`config.mk`:
```
export PLATFORM = sky130hd
export DESIGN_NAME = id_stage
export DESIGN_NICKNAME = d
export VERILOG_FILES = /design/src/hdl/rv_pkg.sv /design/src/hdl/id_stage.sv
export SDC_FILE = /design/constraint.sdc
export NUM_CORES = 1
export LEC_CHECK = 0
export BUFFER_PORTS_ARGS = -buffer_cell sky130_fd_sc_hd__buf_2
export CAP_MARGIN = 40
export CORE_AREA = 5 5 198 200
export DETAILED_ROUTE_END_ITERATION = 6
export DIE_AREA = 0 0 203 205
export SLEW_MARGIN = 20
export SYNTH_ARGS = -nofsm -noshare
export SYNTH_HDL_FRONTEND = slang
export SYNTH_SLANG_ARGS = --single-unit
```
`constraint.sdc`:
```
create_clock -name vclk -period 2.8
set_clock_uncertainty 0.1 [all_clocks]
set_input_delay 0.14 -clock vclk [all_inputs]
set_output_delay 0.14 -clock vclk [all_outputs]
set_load 0.005 [all_outputs]
```
`src/hdl/rv_pkg.sv`:
```
// shared widths, encodings and structs of the rv64i core, imported by every module under hdl
package rv_pkg;

	localparam int xlen = 64;

	typedef logic [xlen-1:0] xlen_t;
	typedef logic [31:0]     inst_t;
	typedef logic [4:0]      reg_addr_t;
	typedef logic [7:0]      strb_t;

	typedef enum logic [4:0] {
		alu_zero, alu_add, alu_sub, alu_sll, alu_slt, alu_sltu, alu_xor, alu_srl,
		alu_sra, alu_or, alu_and, alu_lui, alu_addw, alu_subw, alu_sllw, alu_srlw,
		alu_sraw, alu_beq, alu_bne, alu_blt, alu_bge, alu_bltu, alu_bgeu
	} alu_op_e;

	typedef enum logic [1:0] {st_fetch, st_exec, st_mem, st_wb} core_state_e;

	typedef struct packed {
		logic      rs1_ena;
		reg_addr_t rs1_addr;
		logic      rs2_ena;
		reg_addr_t rs2_addr;
		logic      rd_ena;
		reg_addr_t rd_addr;
		alu_op_e   alu_op;
		xlen_t     op1;
		xlen_t     op2;
		logic      branch;
		xlen_t     b_offset;
		logic [1:0] jump;       // bit 0 jalr, bit 1 jal
		xlen_t     j_offset;
		logic      mem_r_ena;
		logic      mem_w_ena;
		logic      mem_to_reg;
		strb_t     byte_enable; // width mask, not yet shifted by address
		logic      mem_ext_un;
	} decode_t;

	typedef struct packed {
		logic  valid;
		logic  we;
		xlen_t addr;
		xlen_t wdata;
		strb_t strb;
	} dmem_req_t;

	localparam logic [6:0] opc_op       = 7'b0110011;
	localparam logic [6:0] opc_op_imm   = 7'b0010011;
	localparam logic [6:0] opc_op32     = 7'b0111011;
	localparam logic [6:0] opc_op_imm32 = 7'b0011011;
	localparam logic [6:0] opc_lui      = 7'b0110111;
	localparam logic [6:0] opc_auipc    = 7'b0010111;
	localparam logic [6:0] opc_jal      = 7'b1101111;
	localparam logic [6:0] opc_jalr     = 7'b1100111;
	localparam logic [6:0] opc_branch   = 7'b1100011;
	localparam logic [6:0] opc_load     = 7'b0000011;
	localparam logic [6:0] opc_store    = 7'b0100011;

	// integer ops
	localparam logic [2:0] f3_add_sub = 3'b000;
	localparam logic [2:0] f3_sll     = 3'b001;
	localparam logic [2:0] f3_slt     = 3'b010;
	localparam logic [2:0] f3_sltu    = 3'b011;
	localparam logic [2:0] f3_xor     = 3'b100;
	localparam logic [2:0] f3_sr      = 3'b101;
	localparam logic [2:0] f3_or      = 3'b110;
	localparam logic [2:0] f3_and     = 3'b111;

	// branches
	localparam logic [2:0] f3_beq  = 3'b000;
	localparam logic [2:0] f3_bne  = 3'b001;
	localparam logic [2:0] f3_blt  = 3'b100;
	localparam logic [2:0] f3_bge  = 3'b101;
	localparam logic [2:0] f3_bltu = 3'b110;
	localparam logic [2:0] f3_bgeu = 3'b111;

	// loads, stores reuse the low four codes
	localparam logic [2:0] f3_lb  = 3'b000;
	localparam logic [2:0] f3_lh  = 3'b001;
	localparam logic [2:0] f3_lw  = 3'b010;
	localparam logic [2:0] f3_ld  = 3'b011;
	localparam logic [2:0] f3_lbu = 3'b100;
	localparam logic [2:0] f3_lhu = 3'b101;
	localparam logic [2:0] f3_lwu = 3'b110;

endpackage

```
`src/hdl/id_stage.sv`:
```
// instruction decoder, turns the latched instruction and register data into one decode_t word
`timescale 1ns/1ps

module id_stage import rv_pkg::*; (
	input  inst_t   inst,
	input  xlen_t   pc,
	input  xlen_t   rs1_data,
	input  xlen_t   rs2_data,
	output decode_t dec
);

	logic [6:0] opcode;
	logic [2:0] funct3;
	logic [6:0] funct7;
	xlen_t      imm_i, imm_s, imm_b, imm_u, imm_j;
	strb_t      width_mask;

	assign opcode = inst[6:0];
	assign funct3 = inst[14:12];
	assign funct7 = inst[31:25];

	assign imm_i = {{52{inst[31]}}, inst[31:20]};
	assign imm_s = {{52{inst[31]}}, inst[31:25], inst[11:7]};
	assign imm_b = {{52{inst[31]}}, inst[7], inst[30:25], inst[11:8], 1'b0};
	assign imm_u = {{32{inst[31]}}, inst[31:12], 12'b0};
	assign imm_j = {{44{inst[31]}}, inst[19:12], inst[20], inst[30:21], 1'b0};

	always_comb begin
		case (funct3)
			f3_lb, f3_lbu: width_mask = 8'h01;
			f3_lh, f3_lhu: width_mask = 8'h03;
			f3_lw, f3_lwu: width_mask = 8'h0f;
			f3_ld:         width_mask = 8'hff;
			default:       width_mask = 8'h00;
		endcase
	end

	always_comb begin
		dec          = '0;
		dec.alu_op   = alu_zero;
		dec.rd_addr  = inst[11:7];
		dec.branch   = opcode == opc_branch;
		dec.b_offset = imm_b;
		dec.jump     = {opcode == opc_jal, opcode == opc_jalr};
		dec.j_offset = dec.jump[0] ? imm_i : (dec.jump[1] ? imm_j : '0);

		case (opcode)
			opc_op, opc_op32: begin
				dec.rs1_ena = 1'b1;
				dec.rs2_ena = 1'b1;
				dec.rd_ena  = 1'b1;
				dec.op1     = rs1_data;
				dec.op2     = rs2_data;
				if (opcode == opc_op32) begin
					case (funct3)
						f3_add_sub: dec.alu_op = funct7[5] ? alu_subw : alu_addw;
						f3_sll:     dec.alu_op = alu_sllw;
						f3_sr:      dec.alu_op = funct7[5] ? alu_sraw : alu_srlw;
						default:    dec.alu_op = alu_zero;
					endcase
				end else begin
					case (funct3)
						f3_add_sub: dec.alu_op = funct7[5] ? alu_sub : alu_add;
						f3_sll:     dec.alu_op = alu_sll;
						f3_slt:     dec.alu_op = alu_slt;
						f3_sltu:    dec.alu_op = alu_sltu;
						f3_xor:     dec.alu_op = alu_xor;
						f3_sr:      dec.alu_op = funct7[5] ? alu_sra : alu_srl;
						f3_or:      dec.alu_op = alu_or;
						default:    dec.alu_op = alu_and;
					endcase
				end
			end
			opc_op_imm: begin
				dec.rs1_ena = 1'b1;
				dec.rd_ena  = 1'b1;
				dec.op1     = rs1_data;
				dec.op2     = imm_i;
				case (funct3)
					f3_add_sub: dec.alu_op = alu_add;
					f3_slt:     dec.alu_op = alu_slt;
					f3_sltu:    dec.alu_op = alu_sltu;
					f3_xor:     dec.alu_op = alu_xor;
					f3_or:      dec.alu_op = alu_or;
					f3_and:     dec.alu_op = alu_and;
					f3_sll: begin
						dec.alu_op = alu_sll;
						dec.op2    = {58'b0, inst[25:20]}; // 6-bit shamt
					end
					default: begin
						dec.alu_op = funct7[5] ? alu_sra : alu_srl;
						dec.op2    = {58'b0, inst[25:20]};
					end
				endcase
			end
			opc_op_imm32: begin
				dec.rs1_ena = 1'b1;
				dec.rd_ena  = 1'b1;
				dec.op1     = rs1_data;
				dec.op2     = imm_i;
				case (funct3)
					f3_add_sub: dec.alu_op = alu_addw;
					f3_sll: begin
						dec.alu_op = alu_sllw;
						dec.op2    = {59'b0, inst[24:20]};
					end
					f3_sr: begin
						dec.alu_op = funct7[5] ? alu_sraw : alu_srlw;
						dec.op2    = {59'b0, inst[24:20]};
					end
					default: dec.alu_op = alu_zero;
				endcase
			end
			opc_lui: begin
				dec.rd_ena = 1'b1;
				dec.op2    = imm_u;
				dec.alu_op = alu_lui;
			end
			opc_auipc: begin
				dec.rd_ena = 1'b1;
				dec.op1    = pc;
				dec.op2    = imm_u;
				dec.alu_op = alu_add;
			end
			opc_jal, opc_jalr: begin
				dec.rs1_ena = dec.jump[0]; // target base for jalr only
				dec.rd_ena  = 1'b1;
				dec.op1     = pc;          // link value pc + 4
				dec.op2     = 64'd4;
				dec.alu_op  = alu_add;
			end
			opc_branch: begin
				dec.rs1_ena = 1'b1;
				dec.rs2_ena = 1'b1;
				dec.op1     = rs1_data;
				dec.op2     = rs2_data;
				case (funct3)
					f3_beq:  dec.alu_op = alu_beq;
					f3_bne:  dec.alu_op = alu_bne;
					f3_blt:  dec.alu_op = alu_blt;
					f3_bge:  dec.alu_op = alu_bge;
					f3_bltu: dec.alu_op = alu_bltu;
					f3_bgeu: dec.alu_op = alu_bgeu;
					default: dec.alu_op = alu_zero;
				endcase
			end
			opc_load: begin
				dec.rs1_ena     = 1'b1;
				dec.rd_ena      = 1'b1;
				dec.op1         = rs1_data;
				dec.op2         = imm_i;
				dec.alu_op      = alu_add;
				dec.mem_r_ena   = 1'b1;
				dec.mem_to_reg  = 1'b1;
				dec.byte_enable = width_mask;
				dec.mem_ext_un  = funct3 inside {f3_lbu, f3_lhu, f3_lwu};
			end
			opc_store: begin
				dec.rs1_ena     = 1'b1;
				dec.rs2_ena     = 1'b1;
				dec.op1         = rs1_data;
				dec.op2         = imm_s;
				dec.alu_op      = alu_add;
				dec.mem_w_ena   = 1'b1;
				dec.byte_enable = width_mask;
			end
			default: ;
		endcase

		// unused read ports look at x0
		dec.rs1_addr = dec.rs1_ena ? inst[19:15] : '0;
		dec.rs2_addr = dec.rs2_ena ? inst[24:20] : '0;
	end

endmodule

```
==> results of run 1 <==
==> worst min-delay path by stage <==
stage,end,slack [ns],depth (start not counted)
2_1_floorplan,dec[100],0.26,1
3_3_place_gp,dec[82],0.38,2
3_5_place_dp,dec[277],0.39,2
4_1_cts,dec[277],0.39,2
5_1_grt,dec[80],0.41,2
6_report,dec[82],0.39,2
==> Yosys cell counts, drive strengths merged (7+ instances only) <==
master  instances  area [um^2]
a21o           37        277.8
nor3            7        35.03
nor2b           9        56.30
nor2            9        33.78
buf           147         1077
nand2          21        78.83
and2           15        93.84
a21oi          20        111.4
inv             9        33.78
clkbuf         12        45.04
a221o          20        200.2
a22o           69        604.3
==> logic make-up after synthesis <==
logic type / synth area share, %
buffers and inverters: 36.44
and+or+nand+nor: 18.06
other: 0.1182
AOI/OAI and AO/OA: 45.39
==> area by class of cell <==
cell class / count / area share, %
diodes: 3 / 0.1382
inverters: 9 / 0.6221
multi-input cells: 271 / 37.63
well taps: 474 / 10.92
repair buffers: 534 / 50.69
==> routing by layer <==
metal / vias up / share of wire, %
met1: 2301 / 42
met5: - / 0.055
met2: 353 / 49
met4: 2 / 1.3
met3: 25 / 8.4
li1: 2264 / -
==> per-stage QoR <==
step | instance area [um^2] | total power [W] | cells | setup slack, ns
after floorplan | 3173 | 0.0002365 | 439 | 0.4647
after global placement | 5423 | 0.0005043 | 1288 | 0.3932
after detailed placement | 5423 | 0.0005089 | 1288 | 0.3959
after CTS | 5423 | 0.0005114 | 1288 | 0.3758
after global routing | 5430 | 0.0005529 | 1291 | 0.3073
final | 5430 | 0.0005043 | 1291 | 0.4270
==> power by group through the flow <==
stage	Sequential, W	Clock, W	Combinational (W)
final	0	0.000000000144	0.000504
after CTS	0	0	0.000511
after global routing	0	0.000000000144	0.000553
after detailed placement	0	0	0.000509
after global placement	0	0	0.000504
after floorplan	0	0	0.000236
==> critical path: stages <==
cell	delay (ns)
buf_2	0.25
or3b_1	0.43
a211oi_4	0.53
buf_4	0.37
a221o_1	0.26
buf_2	0.14
==> impl_metrics.ini, run 1 <==
[routing]
dr.pass1.iters = 5
drt_iter0_drc = 392
drc = 0
ant_nets = 0
wirelength_mm = 23.43
num_vias = 4945
vias_per_cell = 3.830
wl_per_cell_um = 18.14

[pwr]
power.switching_w = 0.0002591
power_frac_clock_pct = 0
p_per_area_mw_per_mm2 = 92.88
leakagePower_nw = 3.524
combinationalPowerShare_pct = 100.0
vdd_drop_max_mv = 0.05763
switching_share_pct = 51.37
p_int_w = 0.0002453
seqPwrFrac_pct = 0

[global_route]
grt_pass1_wl_mm = 31.13
met3_usage_pct = 1.741
antenna_found_initial = 8
grt-busiest-layer = met2
grt_pass1_vias = 4628
grt_use_total_pct = 9.829
use_met2_pct = 17.02
overflow = 0
met1_usage_pct = 13.03
grt_max_degree = 65

[floorplan]
die_area_mm2 = 0.04162
die_h_um = 205
pin_count = 518
fp.dieW_um = 203
start_util_pct = 8.525
fp-row-count = 71
coreArea_mm2 = 0.03722

[cts]
holdBufCountCts = 0
cts_resized = 0
post-cts-setup-buffer-count = 0

[placed_design]
numPortBuffers = 517
dpl.hpwl_mm = 20.51
finalWeightedCongestion = 0.8290

[setup_path]
required_ns = 2.56
startpoint_type = primary input
arrival_ns = 2.13
path_max_fanout = 17
critPathCapture = dec[158]
critPathCaptureType = output port
setup.worst_path.class = in -> out
critPathLaunch = inst[6]

[synth]
ys_seq_area_share_pct = 0
synth_fp_nets = 663
synth_cell_types = 50
netlist_area_mm2 = 0.003173
yosys_warnings = 0
synthCells = 439
synth_area_per_cell_um2 = 7.228

[sta]
tns_ns = 0
relSlewSlack_pct = 53.80
period_minus_slack_ns = 2.373
fin_crit_sh_pct = 84.75
maxSlewViolCount = 0
tightest_slew_ns = 0.6872
hold_slack_ns = 0.3916
fmax_ghz = 0.4214
setup_viol = 0
hold_violations = 0
grt_setup_unrepaired = false

[cells_and_area]
drive_above_1_share_pct = 67.44
utilization_pct = 14.59
final_cell_mix = buf_2 (517), a22o_1 (69), a21o_1 (37), nand2_1 (21), a221o_1 (20)
final_common_cell = buf_2
seq_area_um2 = 0
seq_cell_count = 0
multi_input_area_mm2 = 0.002043
n_clock_buffer = 0
nNetsFinal = 1040
fill_cells = 4278
syn_to_final_growth_pct = 71.14

[hold_path]
hold_class = in -> out
hold_start = inst[11]

[status]
status = finished clean

[flow_run]
cap_violations = 0
No activity file was read; power rests on OpenSTA's default activity.
==> run 2, diff against run 1 <==
ABC_AREA = 1   (was default)
CORE_AREA = 5 5 197 199   (was 5 5 198 200)
DIE_AREA = 0 0 202 204   (was 0 0 203 205)
clock period = 2.4 ns   (was 2.8 ns; I/O delays follow)
==> run 2 against run 1 <==
Hold slack got worse by 0.047 ns. First-iteration DRC count rose by 21%. Combinational power rose by 15%. Final cell count up 27%. Area after synthesis up 23%. Non-clock buffer count up 14. Flip-flop and latch count is the same. Cell area rose by 14%. Synthesized cell count grew 78%. Critical path depth increased by 4. Clock-buffer cell count stayed put. Critical endpoint is now dec[183]. Highest routed layer unchanged.
==> impl_metrics.ini, run 2 <==
[cells_and_area]
final_cell_mix = buf_2 (517), nand2_1 (289), nand3_1 (98), nor2_1 (57), o21ai_1 (50)
multi_input_area_mm2 = 0.002537
syn_to_final_growth_pct = 59.93
fill_cells = 4445
seq_cell_count = 0
drive_above_1_share_pct = 49.74
seq_area_um2 = 0
nNetsFinal = 1388
final_common_cell = buf_2
n_clock_buffer = 0

[global_route]
grt_pass1_vias = 5722
grt_use_total_pct = 11.36
antenna_found_initial = 14
overflow = 0
grt_max_degree = 66
grt_pass1_wl_mm = 36.06

[routing]
drc = 0
num_vias = 6219
dr.pass1.iters = 7
drt_iter0_drc = 473
wl_per_cell_um = 16.12
ant_nets = 0
vias_per_cell = 3.785
wirelength_mm = 26.48

[sta]
hold_violations = 0
setup_viol = 0
relSlewSlack_pct = 66.14
period_minus_slack_ns = 1.988
hold_slack_ns = 0.3444
fmax_ghz = 0.5031
grt_setup_unrepaired = false
maxSlewViolCount = 0
fin_crit_sh_pct = 82.82
tns_ns = 0
tightest_slew_ns = 0.5033

[synth]
ys_seq_area_share_pct = 0
synth.area.top_cells = nand2_1 (28%), buf_4 (26%), nand3_1 (13%)
yosys_warnings = 0
netlist_area_mm2 = 0.003887
synthCells = 780
yosysTopAreaCell = nand2_1
synth_top_area_share_pct = 27.90
synth_common_cells = nand2_1 (289), buf_4 (133), nand3_1 (99)
synth_area_per_cell_um2 = 4.984
yosysMostFrequentCell = nand2_1
synth_fp_nets = 1004
synth_cell_types = 26

[pwr]
combinationalPowerShare_pct = 100.0
power.switching_w = 0.0003065
vdd_drop_max_mv = 0.03253
power_frac_clock_pct = 0
switching_share_pct = 52.68
seqPwrFrac_pct = 0
p_int_w = 0.0002752
leakagePower_nw = 4.410
p_per_area_mw_per_mm2 = 93.56

[placed_design]
dpl.hpwl_mm = 23.09
finalWeightedCongestion = 0.8453
numPortBuffers = 517

[setup_path]
required_ns = 2.18
startpoint_type = primary input
slowest_delay_ns = 0.31
arrival_ns = 1.77
critPathBufInv = 4
critPathCapture = dec[183]
path_cells = buf_2, nand2_2, nor2_1, nand2_1, buf_4, nand3_2, buf_12, nand2_1, nand3_1, buf_2
critical-path-top-delay-family = simple AND/OR/NAND/NOR gates
path_max_fanout = 29
setup.worst_path.class = in -> out
crit_path_top_delay_cell = nand3_2
critPathLaunch = inst[0]
cp.depth = 10
critPathCaptureType = output port

[status]
status = finished clean

[floorplan]
coreArea_mm2 = 0.03704
fp.dieW_um = 202
fp-row-count = 71
pin_count = 518
die_h_um = 204
start_util_pct = 10.49
die_area_mm2 = 0.04121

[cts]
cts_resized = 0
post-cts-setup-buffer-count = 0
holdBufCountCts = 0

[hold_path]
hold_class = in -> out

[flow_run]
cap_violations = 0
[run 2: routing by layer]
| layer | GRT usage, % | part of all wire [%] | routed length [um] | vias up |
|---|---|---|---|---|
| li1 | - | - | - | 3135 |
| met1 | 12.97 | 37 | 9849 | 2655 |
| met2 | 20.53 | 50 | 13240 | 374 |
| met3 | 2.777 | 9.2 | 2423 | 45 |
| met4 | 4.150 | 3.5 | 919 | 10 |
| met5 | 0 | 0.20 | 53 | - |
[run 2: stage by stage]
stage / worst slack (ns) / area [um^2] / utilization, % / power, W / std cells
final: 0.4122 / 6217 / 16.78 / 0.0005817 / 1643
after global routing: 0.2214 / 6215 / 16.78 / 0.0006491 / 1642
after CTS: 0.3525 / 6200 / 16.74 / 0.0005934 / 1636
after detailed placement: 0.3614 / 6200 / 16.74 / 0.0005903 / 1636
after global placement: 0.3802 / 6200 / 16.74 / 0.0005918 / 1636
after floorplan: 0.2848 / 3890 / - / 0.0002713 / 780
[run 2: cells by family after synthesis]
group                  count (synthesis)  synth area share [%]
AOI/OAI and AO/OA                     93                 12.17
buffers and inverters                209                 35.08
and+or+nand+nor                      477                 52.66
other                                  1               0.09646
[run 2: worst min path at each step]
stage | start | end | slack [ns] | cells after the start
after floorplan | inst[5] | dec[9] | 0.18 | 1
after global placement | inst[11] | dec[82] | 0.35 | 2
after detailed placement | inst[11] | dec[82] | 0.35 | 2
after CTS | inst[9] | dec[80] | 0.35 | 2
after global routing | inst[11] | dec[82] | 0.36 | 2
final | inst[11] | dec[280] | 0.34 | 2
[run 2: layout make-up]
type,instances,share of cell area [%]
well taps,474,9.539
inverters,43,2.596
multi-input cells,571,40.81
repair buffers,548,46.77
diodes,7,0.2817
[run 2: power by group through the flow]
stage                          clock (W)  combinational, W  sequential [W]
after floorplan                        0          0.000271               0
after global placement                 0          0.000592               0
after detailed placement               0          0.000590               0
after CTS                              0          0.000593               0
after global routing      0.000000000335          0.000649               0
final                     0.000000000392          0.000582               0
