$ cat src/hdl/rv_pkg.sv
// shared widths, encodings and structs of the rv64i core, imported by every module under hdl
package rv_pkg;

	localparam int xlen = 64;

	typedef logic [xlen-1:0] xlen_t;
	typedef logic [31:0]     inst_t;
	typedef logic [4:0]      reg_addr_t;
	typedef logic [7:0]      strb_t;

	typedef enum logic [4:0] {
		alu_zero, alu_add, alu_sub, alu_sll, alu_slt, alu_sltu, alu_xor, alu_srl,
		alu_sra, alu_or, alu_and, alu_lui, alu_addw, alu_subw, alu_sllw, alu_srlw,
		alu_sraw, alu_beq, alu_bne, alu_blt, alu_bge, alu_bltu, alu_bgeu
	} alu_op_e;

	typedef enum logic [1:0] {st_fetch, st_exec, st_mem, st_wb} core_state_e;

	typedef struct packed {
		logic      rs1_ena;
		reg_addr_t rs1_addr;
		logic      rs2_ena;
		reg_addr_t rs2_addr;
		logic      rd_ena;
		reg_addr_t rd_addr;
		alu_op_e   alu_op;
		xlen_t     op1;
		xlen_t     op2;
		logic      branch;
		xlen_t     b_offset;
		logic [1:0] jump;       // bit 0 jalr, bit 1 jal
		xlen_t     j_offset;
		logic      mem_r_ena;
		logic      mem_w_ena;
		logic      mem_to_reg;
		strb_t     byte_enable; // width mask, not yet shifted by address
		logic      mem_ext_un;
	} decode_t;

	typedef struct packed {
		logic  valid;
		logic  we;
		xlen_t addr;
		xlen_t wdata;
		strb_t strb;
	} dmem_req_t;

	localparam logic [6:0] opc_op       = 7'b0110011;
	localparam logic [6:0] opc_op_imm   = 7'b0010011;
	localparam logic [6:0] opc_op32     = 7'b0111011;
	localparam logic [6:0] opc_op_imm32 = 7'b0011011;
	localparam logic [6:0] opc_lui      = 7'b0110111;
	localparam logic [6:0] opc_auipc    = 7'b0010111;
	localparam logic [6:0] opc_jal      = 7'b1101111;
	localparam logic [6:0] opc_jalr     = 7'b1100111;
	localparam logic [6:0] opc_branch   = 7'b1100011;
	localparam logic [6:0] opc_load     = 7'b0000011;
	localparam logic [6:0] opc_store    = 7'b0100011;

	// integer ops
	localparam logic [2:0] f3_add_sub = 3'b000;
	localparam logic [2:0] f3_sll     = 3'b001;
	localparam logic [2:0] f3_slt     = 3'b010;
	localparam logic [2:0] f3_sltu    = 3'b011;
	localparam logic [2:0] f3_xor     = 3'b100;
	localparam logic [2:0] f3_sr      = 3'b101;
	localparam logic [2:0] f3_or      = 3'b110;
	localparam logic [2:0] f3_and     = 3'b111;

	// branches
	localparam logic [2:0] f3_beq  = 3'b000;
	localparam logic [2:0] f3_bne  = 3'b001;
	localparam logic [2:0] f3_blt  = 3'b100;
	localparam logic [2:0] f3_bge  = 3'b101;
	localparam logic [2:0] f3_bltu = 3'b110;
	localparam logic [2:0] f3_bgeu = 3'b111;

	// loads, stores reuse the low four codes
	localparam logic [2:0] f3_lb  = 3'b000;
	localparam logic [2:0] f3_lh  = 3'b001;
	localparam logic [2:0] f3_lw  = 3'b010;
	localparam logic [2:0] f3_ld  = 3'b011;
	localparam logic [2:0] f3_lbu = 3'b100;
	localparam logic [2:0] f3_lhu = 3'b101;
	localparam logic [2:0] f3_lwu = 3'b110;

endpackage

$ cat src/hdl/lsu.sv
// load/store unit, forms the data memory request and the write-back value
`timescale 1ns/1ps

module lsu import rv_pkg::*; (
	input  decode_t   dec,
	input  xlen_t     addr,
	input  xlen_t     store_data,
	input  logic      req_en,
	output dmem_req_t dmem_req,
	input  xlen_t     dmem_rdata,
	output xlen_t     wb_data,
	input  xlen_t     alu_result
);

	logic [2:0]  offset;
	logic [15:0] wide_strb; // upper byte catches accesses crossing the line
	xlen_t       rd_shift;
	xlen_t       load_val;

	assign offset    = addr[2:0];
	assign wide_strb = {8'b0, dec.byte_enable} << offset;

	assign dmem_req.valid = req_en & (dec.mem_r_ena | dec.mem_w_ena);
	assign dmem_req.we    = dec.mem_w_ena;
	assign dmem_req.addr  = addr;
	assign dmem_req.wdata = store_data << {offset, 3'b000};
	assign dmem_req.strb  = wide_strb[7:0];

	assign rd_shift = dmem_rdata >> {offset, 3'b000};

	always_comb begin
		case (dec.byte_enable)
			8'h01:   load_val = {{56{~dec.mem_ext_un & rd_shift[7]}}, rd_shift[7:0]};
			8'h03:   load_val = {{48{~dec.mem_ext_un & rd_shift[15]}}, rd_shift[15:0]};
			8'h0f:   load_val = {{32{~dec.mem_ext_un & rd_shift[31]}}, rd_shift[31:0]};
			default: load_val = rd_shift; // ld
		endcase
	end

	assign wb_data = dec.mem_to_reg ? load_val : alu_result;

	// address offset plus width has to stay inside one 8-byte line
	always_comb begin
		if (dmem_req.valid)
			assert (wide_strb[15:8] == 8'h00)
				else $error("misaligned access at %h", addr);
	end

endmodule

$ cat config.mk
export PLATFORM = sky130hd
export DESIGN_NAME = lsu
export DESIGN_NICKNAME = d
export VERILOG_FILES = /design/src/hdl/rv_pkg.sv /design/src/hdl/lsu.sv
export SDC_FILE = /design/constraint.sdc
export NUM_CORES = 1
export LEC_CHECK = 0
export BUFFER_PORTS_ARGS = -buffer_cell sky130_fd_sc_hd__buf_2
export CAP_MARGIN = 10
export CORE_AREA = 2 2 294 296
export DETAILED_ROUTE_END_ITERATION = 6
export DIE_AREA = 0 0 296 298
export GPL_TIMING_DRIVEN = 0
export PLACE_DENSITY_LB_ADDON = 0.1
export REMOVE_ABC_BUFFERS = 1
export SLEW_MARGIN = 20
export SYNTH_ARGS = -nofsm -noshare
export SYNTH_HDL_FRONTEND = slang
export SYNTH_SLANG_ARGS = --single-unit
$ cat constraint.sdc
create_clock -name vclk -period 2.74
set_input_delay 0 -clock vclk [all_inputs]
set_output_delay 0 -clock vclk [all_outputs]
set_load 0.01 [all_outputs]
==> results.py, run 1 <==
metrics = {
    "setup_path": {
        "crit_chain": "buf_6 -> inv_8 -> buf_16 -> mux4_2 -> buf_4 -> o21a_4 -> a31oi_1 -> buf_2",
        "path_buf_inv": 5,
        "start_kind": "primary input",
        "cp.required_ns": 2.74,
        "crit_start": "addr[2]",
        "path_max_fanout": 33,
        "end_kind": "output port",
        "critical-path-max-stage-delay_ns": 0.69,
        "path_class": "primary input to output port",
        "cpLargestDelayFamily": "buffers and inverters",
        "arrival_ns": 2.67,
        "slowest_stage": "mux4_2",
    },
    "final_layout": {
        "regArea_um2": 0,
        "clock_buffers": 0,
        "design.seq.count": 0,
        "area_growth_pct": 55.4,
        "num-fill-cells": 10100,
        "drive_above_1_share": 0.471,
        "nNetsFinal": 1516,
        "final_util": 0.0945,
    },
    "floorplanning": {
        "fp-row-count": 107,
        "die_x_um": 296,
        "die_h_um": 298,
        "boundaryPins": 753,
        "die-area_um2": 88200,
        "coreArea_um2": 84900,
        "initial_core_util": 0.0608,
    },
    "routing": {
        "dr.pass1.iters": 4,
        "drc": 0,
        "drtIter0Drc": 262,
        "vias_per_cell": 3.24,
        "finalWirelength_um": 68700,
        "via_count": 6859,
        "wl_per_cell_um": 32.4,
        "ant_nets": 0,
    },
    "logic_synthesis": {
        "ys_types": 44,
        "syn_avg_cell_area_um2": 6.99,
        "ys_warn_count": 0,
        "synth.top_cell.area_share": 0.161,
        "seq_area_frac_synth": 0,
        "ys_top_cells_by_area": "mux2i_1 (16%), mux4_2 (14%), buf_4 (10%)",
        "synth_cells": 739,
        "syn_area_um2": 5160,
        "yosysTopAreaCell": "mux2i_1",
    },
    "sta": {
        "worst_slack_ns": 0.0686,
        "rsz0062_at_grt": "no",
        "setup_viol": 0,
        "fmax_ghz": 0.374,
        "slew_violations": 0,
        "slew_headroom": 0.335,
        "post-route-period-util": 0.975,
        "whs_ns": 0.00117,
        "tns_ns": 0,
        "worst_slew_pin_slew_ns": 0.998,
        "hold_viol": 0,
        "fin_crit_ns": 2.67,
    },
    "global_route": {
        "grt_pass1_vias": 7231,
        "grt_use_total": 0.150,
        "grt_pass1_wl_um": 85300,
        "grt_overflow": 0,
        "antenna_found_initial": 17,
        "grt_max_degree": 107,
    },
    "pwr": {
        "irDropWorstVdd_mv": 0.122,
        "power-per-cell-area_nw_per_um2": 182,
        "p_leak_uw": 0.00335,
        "finalPower_uw": 1460,
    },
    "min_path": {
        "hold_start": "addr[50]",
        "hold_path_class": "primary input to output port",
    },
    "flow_run": {
        "drv_cap": 0,
    },
    "placement": {
        "numPortBuffers": 349,
        "post-place-ws_ns": -0.344,
        "gp_congestion": 0.743,
        "hpwl_um": 59700,
    },
    "clock_network": {
        "cts_hold_buf": 0,
    },
    "run_status": {
        "outcome": "finished, final reports clean",
    },
}
[cells by family (layout without fill, tap and decap cells)]
kind of cell / after synthesis / count (layout) / share of synthesized area
buffers and inverters: 148 / 372 / 0.170
AOI/OAI and AO/OA: 181 / 181 / 0.233
other: 0 / 10 / 0
and+or+nand+nor: 264 / 264 / 0.231
muxes: 146 / 146 / 0.366
[repair_timing]
item,CTS,global route
buffers inserted,1,0
cloned,1,0
endpoints found under the setup margin,6,2
resized for setup,5,3
[cells in the final DEF, fill, tap and decap left out, types with 21 or more instances in the layout]
master and n:
o21ai_0 30, and2_1 21, nand2_1 60, mux4_2 31, mux2i_1 83, a31oi_1 51, nand3_1 24, mux2_2 32
buf_2 345, a21oi_1 34, nor2_1 116
[layout make-up]
class | instances | area (um2) | share of cell area
inverter | 3 | 18.8 | 0.00234
antenna | 10 | 25.0 | 0.00312
tap | 1144 | 1430 | 0.178
multi-input combinational | 591 | 4370 | 0.544
timing repair buffer | 369 | 2180 | 0.272
[power breakdown]
part | leakage (uW) | internal [uW] | total, uW | switching, uW
clock network | 0.0000000707 | 0.000196 | 0.000196 | 0
logic | 0.00335 | 604 | 1460 | 855
registers | 0 | 0 | 0 | 0
[synthesized netlist by cell type (all sizes together), types with 14 or more instances]
cell and number:
mux2i 83, and2 21, nand3 24, mux4 31
a31oi 55, buf 98, nor2 117, nand2 60
o21ai 30, a22o 15, mux2 32, a21oi 34
o211ai 14, clkbuf 47
[final timing paths]
kind  slack [ns]  depth (start not counted)       endpoint
max         0.07                          8    wb_data[23]
min        0.001                          0  dmem_req[122]
[metal layers]
metal / GRT usage / vias up / wire, um
li1: - / 3128 / -
met1: 0.129 / 3237 / 20400
met2: 0.226 / 450 / 28600
met3: 0.194 / 22 / 19600
met4: 0 / 22 / 25
met5: 0 / - / 115
[metrics by stage]
stage                     area, um2  cells
after floorplan                4300    594
after global routing           8010   2110
after global placement         7480   2087
after detailed placement       7920   2105
final                          8030   2117
after CTS                      7990   2107
Power figures use the tool's default switching activity.
==> inputs of run 2 (changes only) <==
--- a/config.mk
+++ b/config.mk
@@ -5,11 +5,12 @@
 export SDC_FILE = /design/constraint.sdc
 export NUM_CORES = 1
 export LEC_CHECK = 0
+export ABC_AREA = 1
 export BUFFER_PORTS_ARGS = -buffer_cell sky130_fd_sc_hd__buf_2
 export CAP_MARGIN = 10
-export CORE_AREA = 2 2 294 296
+export CORE_AREA = 2 2 292 294
 export DETAILED_ROUTE_END_ITERATION = 6
-export DIE_AREA = 0 0 296 298
+export DIE_AREA = 0 0 294 296
 export GPL_TIMING_DRIVEN = 0
 export PLACE_DENSITY_LB_ADDON = 0.1
 export REMOVE_ABC_BUFFERS = 1
==> results.py, run 2 <==
metrics = {
    "global_route": {
        "grt_max_degree": 109,
        "antenna_found_initial": 22,
        "grt_pass1_vias": 8459,
        "grt_use_total": 0.148,
        "grt_overflow": 0,
        "grt_pass1_wl_um": 85100,
    },
    "final_layout": {
        "clock_buffers": 0,
        "nNetsFinal": 1922,
        "area_growth_pct": 50.0,
        "final_common_cell": "nand2_1",
        "num-fill-cells": 10200,
        "final_cell_mix": "nand2_1 (390), buf_2 (345), nor2_1 (182)",
        "regArea_um2": 0,
        "drive_above_1_share": 0.310,
        "design.seq.count": 0,
    },
    "logic_synthesis": {
        "synth_common_cells": "nand2_1 (393), nor2_1 (184), nand3_1 (133), o21ai_0 (94), buf_4 (74)",
        "syn_avg_cell_area_um2": 4.83,
        "synth-xor-area-share": 0,
        "seq_area_frac_synth": 0,
        "yosysTopAreaCell": "nand2_1",
        "ys_types": 31,
        "yosys.area_share.simple": 0.588,
        "synthAdderAreaFrac": 0,
        "synth.top_cell.area_share": 0.265,
        "synth_compound_area_frac": 0.166,
        "ys_warn_count": 0,
        "ys_top_cells_by_area": "nand2_1 (26%), nor2_1 (12%), nand3_1 (12%)",
        "synth_top_family_by_area": "simple AND/OR/NAND/NOR gates",
        "synth_cells": 1153,
        "synth.most_common_cell": "nand2_1",
        "syn_area_um2": 5570,
        "synthMuxAreaShare": 0.0413,
    },
    "sta": {
        "tns_ns": 0,
        "rsz0062_at_grt": "no",
        "slew_headroom": 0.451,
        "hold_viol": 0,
        "setup_viol": 0,
        "fin_crit_ns": 2.51,
        "post-route-period-util": 0.917,
        "worst_slack_ns": 0.227,
        "slew_violations": 0,
        "fmax_ghz": 0.398,
        "worst_slew_pin_slew_ns": 0.822,
    },
    "floorplanning": {
        "initial_core_util": 0.0662,
        "die_h_um": 296,
        "boundaryPins": 753,
        "fp-row-count": 107,
        "coreArea_um2": 84200,
        "die_x_um": 294,
        "die-area_um2": 87000,
    },
    "routing": {
        "wl_per_cell_um": 27.9,
        "ant_nets": 0,
        "drtIter0Drc": 261,
        "drc": 0,
        "dr.pass1.iters": 4,
        "via_count": 8515,
        "vias_per_cell": 3.45,
        "finalWirelength_um": 68900,
    },
    "setup_path": {
        "cp.required_ns": 2.74,
        "path_max_fanout": 108,
        "end_kind": "output port",
        "start_kind": "primary input",
        "path_class": "primary input to output port",
        "arrival_ns": 2.51,
    },
    "pwr": {
        "power.switching_uw": 890,
        "seqPwrFrac": 0,
        "power.internal_uw": 528,
        "pwr-share-clk": 0,
        "power_switching_share": 0.628,
        "power-per-cell-area_nw_per_um2": 170,
        "p_leak_uw": 0.00404,
        "irDropWorstVdd_mv": 0.154,
        "p_comb_frac": 1.000,
    },
    "placement": {
        "numPortBuffers": 349,
        "hpwl_um": 56600,
        "gp_congestion": 0.760,
        "post-place-ws_ns": -1.27,
    },
    "min_path": {
        "min_path_cells": 0,
        "hold_path_class": "primary input to output port",
        "hold_start": "addr[6]",
        "holdPathEnd": "dmem_req[78]",
    },
    "run_status": {
        "outcome": "finished, final reports clean",
    },
    "flow_run": {
        "drv_cap": 0,
    },
}
-- run 2: cell types whose count changed in the layout (fill, tap and decap cells not counted), sizes merged, moves of 11 or more --
cell / change
nand2: +336
mux2i: -60
a22o: -15
a21oi: -11
a31oi: -39
mux2: -32
nand3b: +21
nand3: +116
mux4: -31
nor2: +91
o21ai: +80
and2: -21
inv: +29
-- run 2: logic make-up after synthesis --
kind of cell,after synthesis
simple gates,767
buf+inv,194
compound gates,169
mux,23
-- run 2: metal layers --
layer,global-route usage,share of wire,up-vias
met5,0,0.0025,-
met1,0.121,0.29,3832
met2,0.228,0.42,486
met4,0.00772,0.0075,30
li1,-,-,4123
met3,0.194,0.28,44
-- run 2: layout make-up --
| cell class | instances | area [um2] | area share |
|---|---|---|---|
| multi-input combinational | 960 | 4500 | 0.538 |
| timing repair buffer | 376 | 2310 | 0.277 |
| tap | 1090 | 1360 | 0.163 |
| inverter | 33 | 168 | 0.0201 |
| antenna | 7 | 17.5 | 0.00210 |
-- run 2: worst max-delay path by stage --
stage / startpoint / to / cells past startpoint
2_1_floorplan: addr[1] / wb_data[32] / 8
4_1_cts: addr[1] / wb_data[60] / 14
3_3_place_gp: addr[1] / wb_data[57] / 10
5_1_grt: addr[1] / wb_data[60] / 14
6_report: addr[0] / wb_data[30] / 14
3_5_place_dp: addr[0] / wb_data[57] / 12
-- run 2: worst max-delay path: stages --
cell       delay, ns
buf_16          0.18
buf_16          0.21
clkinv_16       0.19
nand2_1         0.25
nand3_1         0.11
nand2_1         0.08
nand2_1         0.10
nand3_4         0.13
buf_12          0.13
buf_4           0.16
nand2_1         0.06
nor2_1          0.31
nor2_1          0.07
buf_2           0.15
-- run 2: metrics by stage --
step                hold WS [ns]  power [uW]  instance area [um2]    util  cells
floorplan                      0         632                 4560       -    992
detailed placement       0.00223        1390                 7940  0.0943   2439
global route             0.00121        1590                 8350  0.0991   2461
global placement         0.00223        1390                 7670  0.0911   2431
CTS                      0.00223        1430                 8210  0.0975   2453
finish                   0.00136        1420                 8360  0.0993   2466
-- run 2: power groups by stage --
stage / logic (uW) / registers (uW) / clock network [uW]
after detailed placement: 1390 / 0 / 0
after global placement: 1390 / 0 / 0
after CTS: 1430 / 0 / 0
after global routing: 1590 / 0 / 0.0000975
final: 1420 / 0 / 0.000251
after floorplan: 632 / 0 / 0
-- run 2: what timing repair did --
action,4_1_cts,5_1_grt
cloned,3,3
hold endpoints to repair,0,0
gates resized for setup,13,7
hold buffers,0,0
setup buffers,11,3
pin swaps,3,1
endpoints found under the setup margin,56,44
==> inputs of run 3 (changes only) <==
--- a/config.mk
+++ b/config.mk
@@ -6,7 +6,7 @@
 export NUM_CORES = 1
 export LEC_CHECK = 0
 export ABC_AREA = 1
-export BUFFER_PORTS_ARGS = -buffer_cell sky130_fd_sc_hd__buf_2
+export BUFFER_PORTS_ARGS = -buffer_cell sky130_fd_sc_hd__clkbuf_2
 export CAP_MARGIN = 10
 export CORE_AREA = 2 2 292 294
 export DETAILED_ROUTE_END_ITERATION = 6
==> results.py, run 3 (synthesis results as in run 2) <==
metrics = {
    "run_status": {
        "outcome": "finished, final reports clean",
    },
    "pwr": {
        "seqPwrFrac": 0,
        "power_switching_share": 0.634,
        "finalPower_uw": 1420,
        "power-per-cell-area_nw_per_um2": 171,
        "p_leak_uw": 0.00406,
        "irDropWorstVdd_mv": 0.159,
        "pwr-share-clk": 0,
        "p_comb_frac": 1.000,
        "power.internal_uw": 520,
        "power.switching_uw": 902,
    },
    "final_layout": {
        "clock_buffers": 0,
        "num-fill-cells": 10100,
        "drive_above_1_share": 0.305,
        "design.seq.count": 0,
        "nNetsFinal": 1918,
        "regArea_um2": 0,
        "final_util": 0.0985,
        "multi_input_area_um2": 4490,
        "area_growth_pct": 48.9,
        "final_cell_mix": "nand2_1 (392), clkbuf_2 (345), nor2_1 (182)",
        "final_common_cell": "nand2_1",
        "finalInstanceArea_um2": 8300,
    },
    "placement": {
        "hpwl_um": 56600,
        "numPortBuffers": 349,
        "placement.cell_area_um2": 7950,
        "gp_congestion": 0.766,
    },
    "floorplanning": {
        "die_x_um": 294,
        "coreArea_um2": 84200,
        "fp-row-count": 107,
        "boundaryPins": 753,
        "die-area_um2": 87000,
        "initial_core_util": 0.0662,
        "die_h_um": 296,
    },
    "clock_network": {
        "cts_hold_buf": 0,
    },
    "sta": {
        "fin_crit_ns": 2.53,
        "rsz0062_at_grt": "no",
        "worst_slew_pin_slew_ns": 0.878,
        "slew_violations": 0,
        "fmax_ghz": 0.395,
        "whs_ns": 0.00147,
        "hold_viol": 0,
        "setup_viol": 0,
        "post-route-period-util": 0.923,
        "slew_headroom": 0.414,
    },
    "setup_path": {
        "critical-path-max-stage-delay_ns": 0.27,
        "crit_chain": "clkbuf_8 -> buf_16 -> inv_12 -> buf_16 -> nand3_1 -> nand2_1 -> nand2_8 -> nand3_4 -> buf_12 -> buf_4 -> nor2_1 -> nor2_1 -> clkbuf_2",
        "slowest_stage": "inv_12",
        "crit_start": "addr[2]",
        "start_kind": "primary input",
        "cp.required_ns": 2.74,
        "cp-endpoint": "wb_data[60]",
        "path_class": "primary input to output port",
        "end_kind": "output port",
        "path_max_fanout": 55,
        "arrival_ns": 2.53,
    },
    "global_route": {
        "grt_overflow": 0,
        "grt_pass1_wl_um": 85700,
        "antenna_found_initial": 12,
        "grt_max_degree": 58,
        "grt_use_total": 0.150,
        "grt_pass1_vias": 8329,
    },
    "routing": {
        "ant_nets": 0,
        "finalWirelength_um": 69200,
        "drc": 0,
        "dr.pass1.iters": 5,
        "drtIter0Drc": 296,
        "wl_per_cell_um": 28.2,
        "via_count": 8404,
        "vias_per_cell": 3.42,
    },
    "min_path": {
        "hold_path_class": "primary input to output port",
        "hold_start": "addr[27]",
    },
    "flow_run": {
        "drv_cap": 0,
    },
}
==> run 3: worst min-delay path by stage <==
stage / to / cells past startpoint
3_5_place_dp: dmem_req[126] / 0
3_3_place_gp: dmem_req[126] / 0
2_1_floorplan: dmem_req[100] / 0
4_1_cts: dmem_req[126] / 0
5_1_grt: dmem_req[126] / 0
6_report: dmem_req[99] / 0
==> run 3: metrics by stage <==
stage                     setup TNS [ns]  setup slack [ns]  std cells
after CTS                              0            0.0511       2453
after detailed placement          -49.91             -1.40       2439
after global placement           -630.42             -6.08       2431
after global routing                   0           0.00665       2455
final                                  0             0.210       2458
after floorplan                   -15.85            -0.412        992
==> run 3: layout make-up <==
cell class	instances	area share
Timing Repair inverter	1	0.00106
Timing Repair Buffer	371	0.272
Inverter	33	0.0207
Antenna cell	3	0.000905
Tap cell	1090	0.164
Multi-Input combinational cell	960	0.541
==> run 3: per-layer routing <==
layer	GRT usage	part of all wire	wire (um)
met1	0.126	0.30	20900
met2	0.230	0.42	28800
met3	0.193	0.28	19100
met4	0.00535	0.0047	322
met5	0	0.0014	100
==> run 3: worst max-delay path, delay by kind of cell <==
kind                   cells  cell delay (ns)
and+or+nand+nor            6             0.77
buffers and inverters      7             1.52
==> run 3: timing repair <==
action | 4_1_cts | 5_1_grt
buffers inserted | 10 | 0
cloned | 4 | 2
endpoints found under the setup margin | 56 | 19
gates resized for setup | 13 | 6
pin swaps | 3 | 0
==> run 3: power by group through the flow <==
| stage | clock (uW) | sequential (uW) | combinational, uW |
|---|---|---|---|
| after floorplan | 0 | 0 | 632 |
| final | 0.0000243 | 0 | 1420 |
| after global routing | 0 | 0 | 1600 |
| after CTS | 0 | 0 | 1440 |
| after detailed placement | 0 | 0 | 1390 |
| after global placement | 0 | 0 | 1410 |
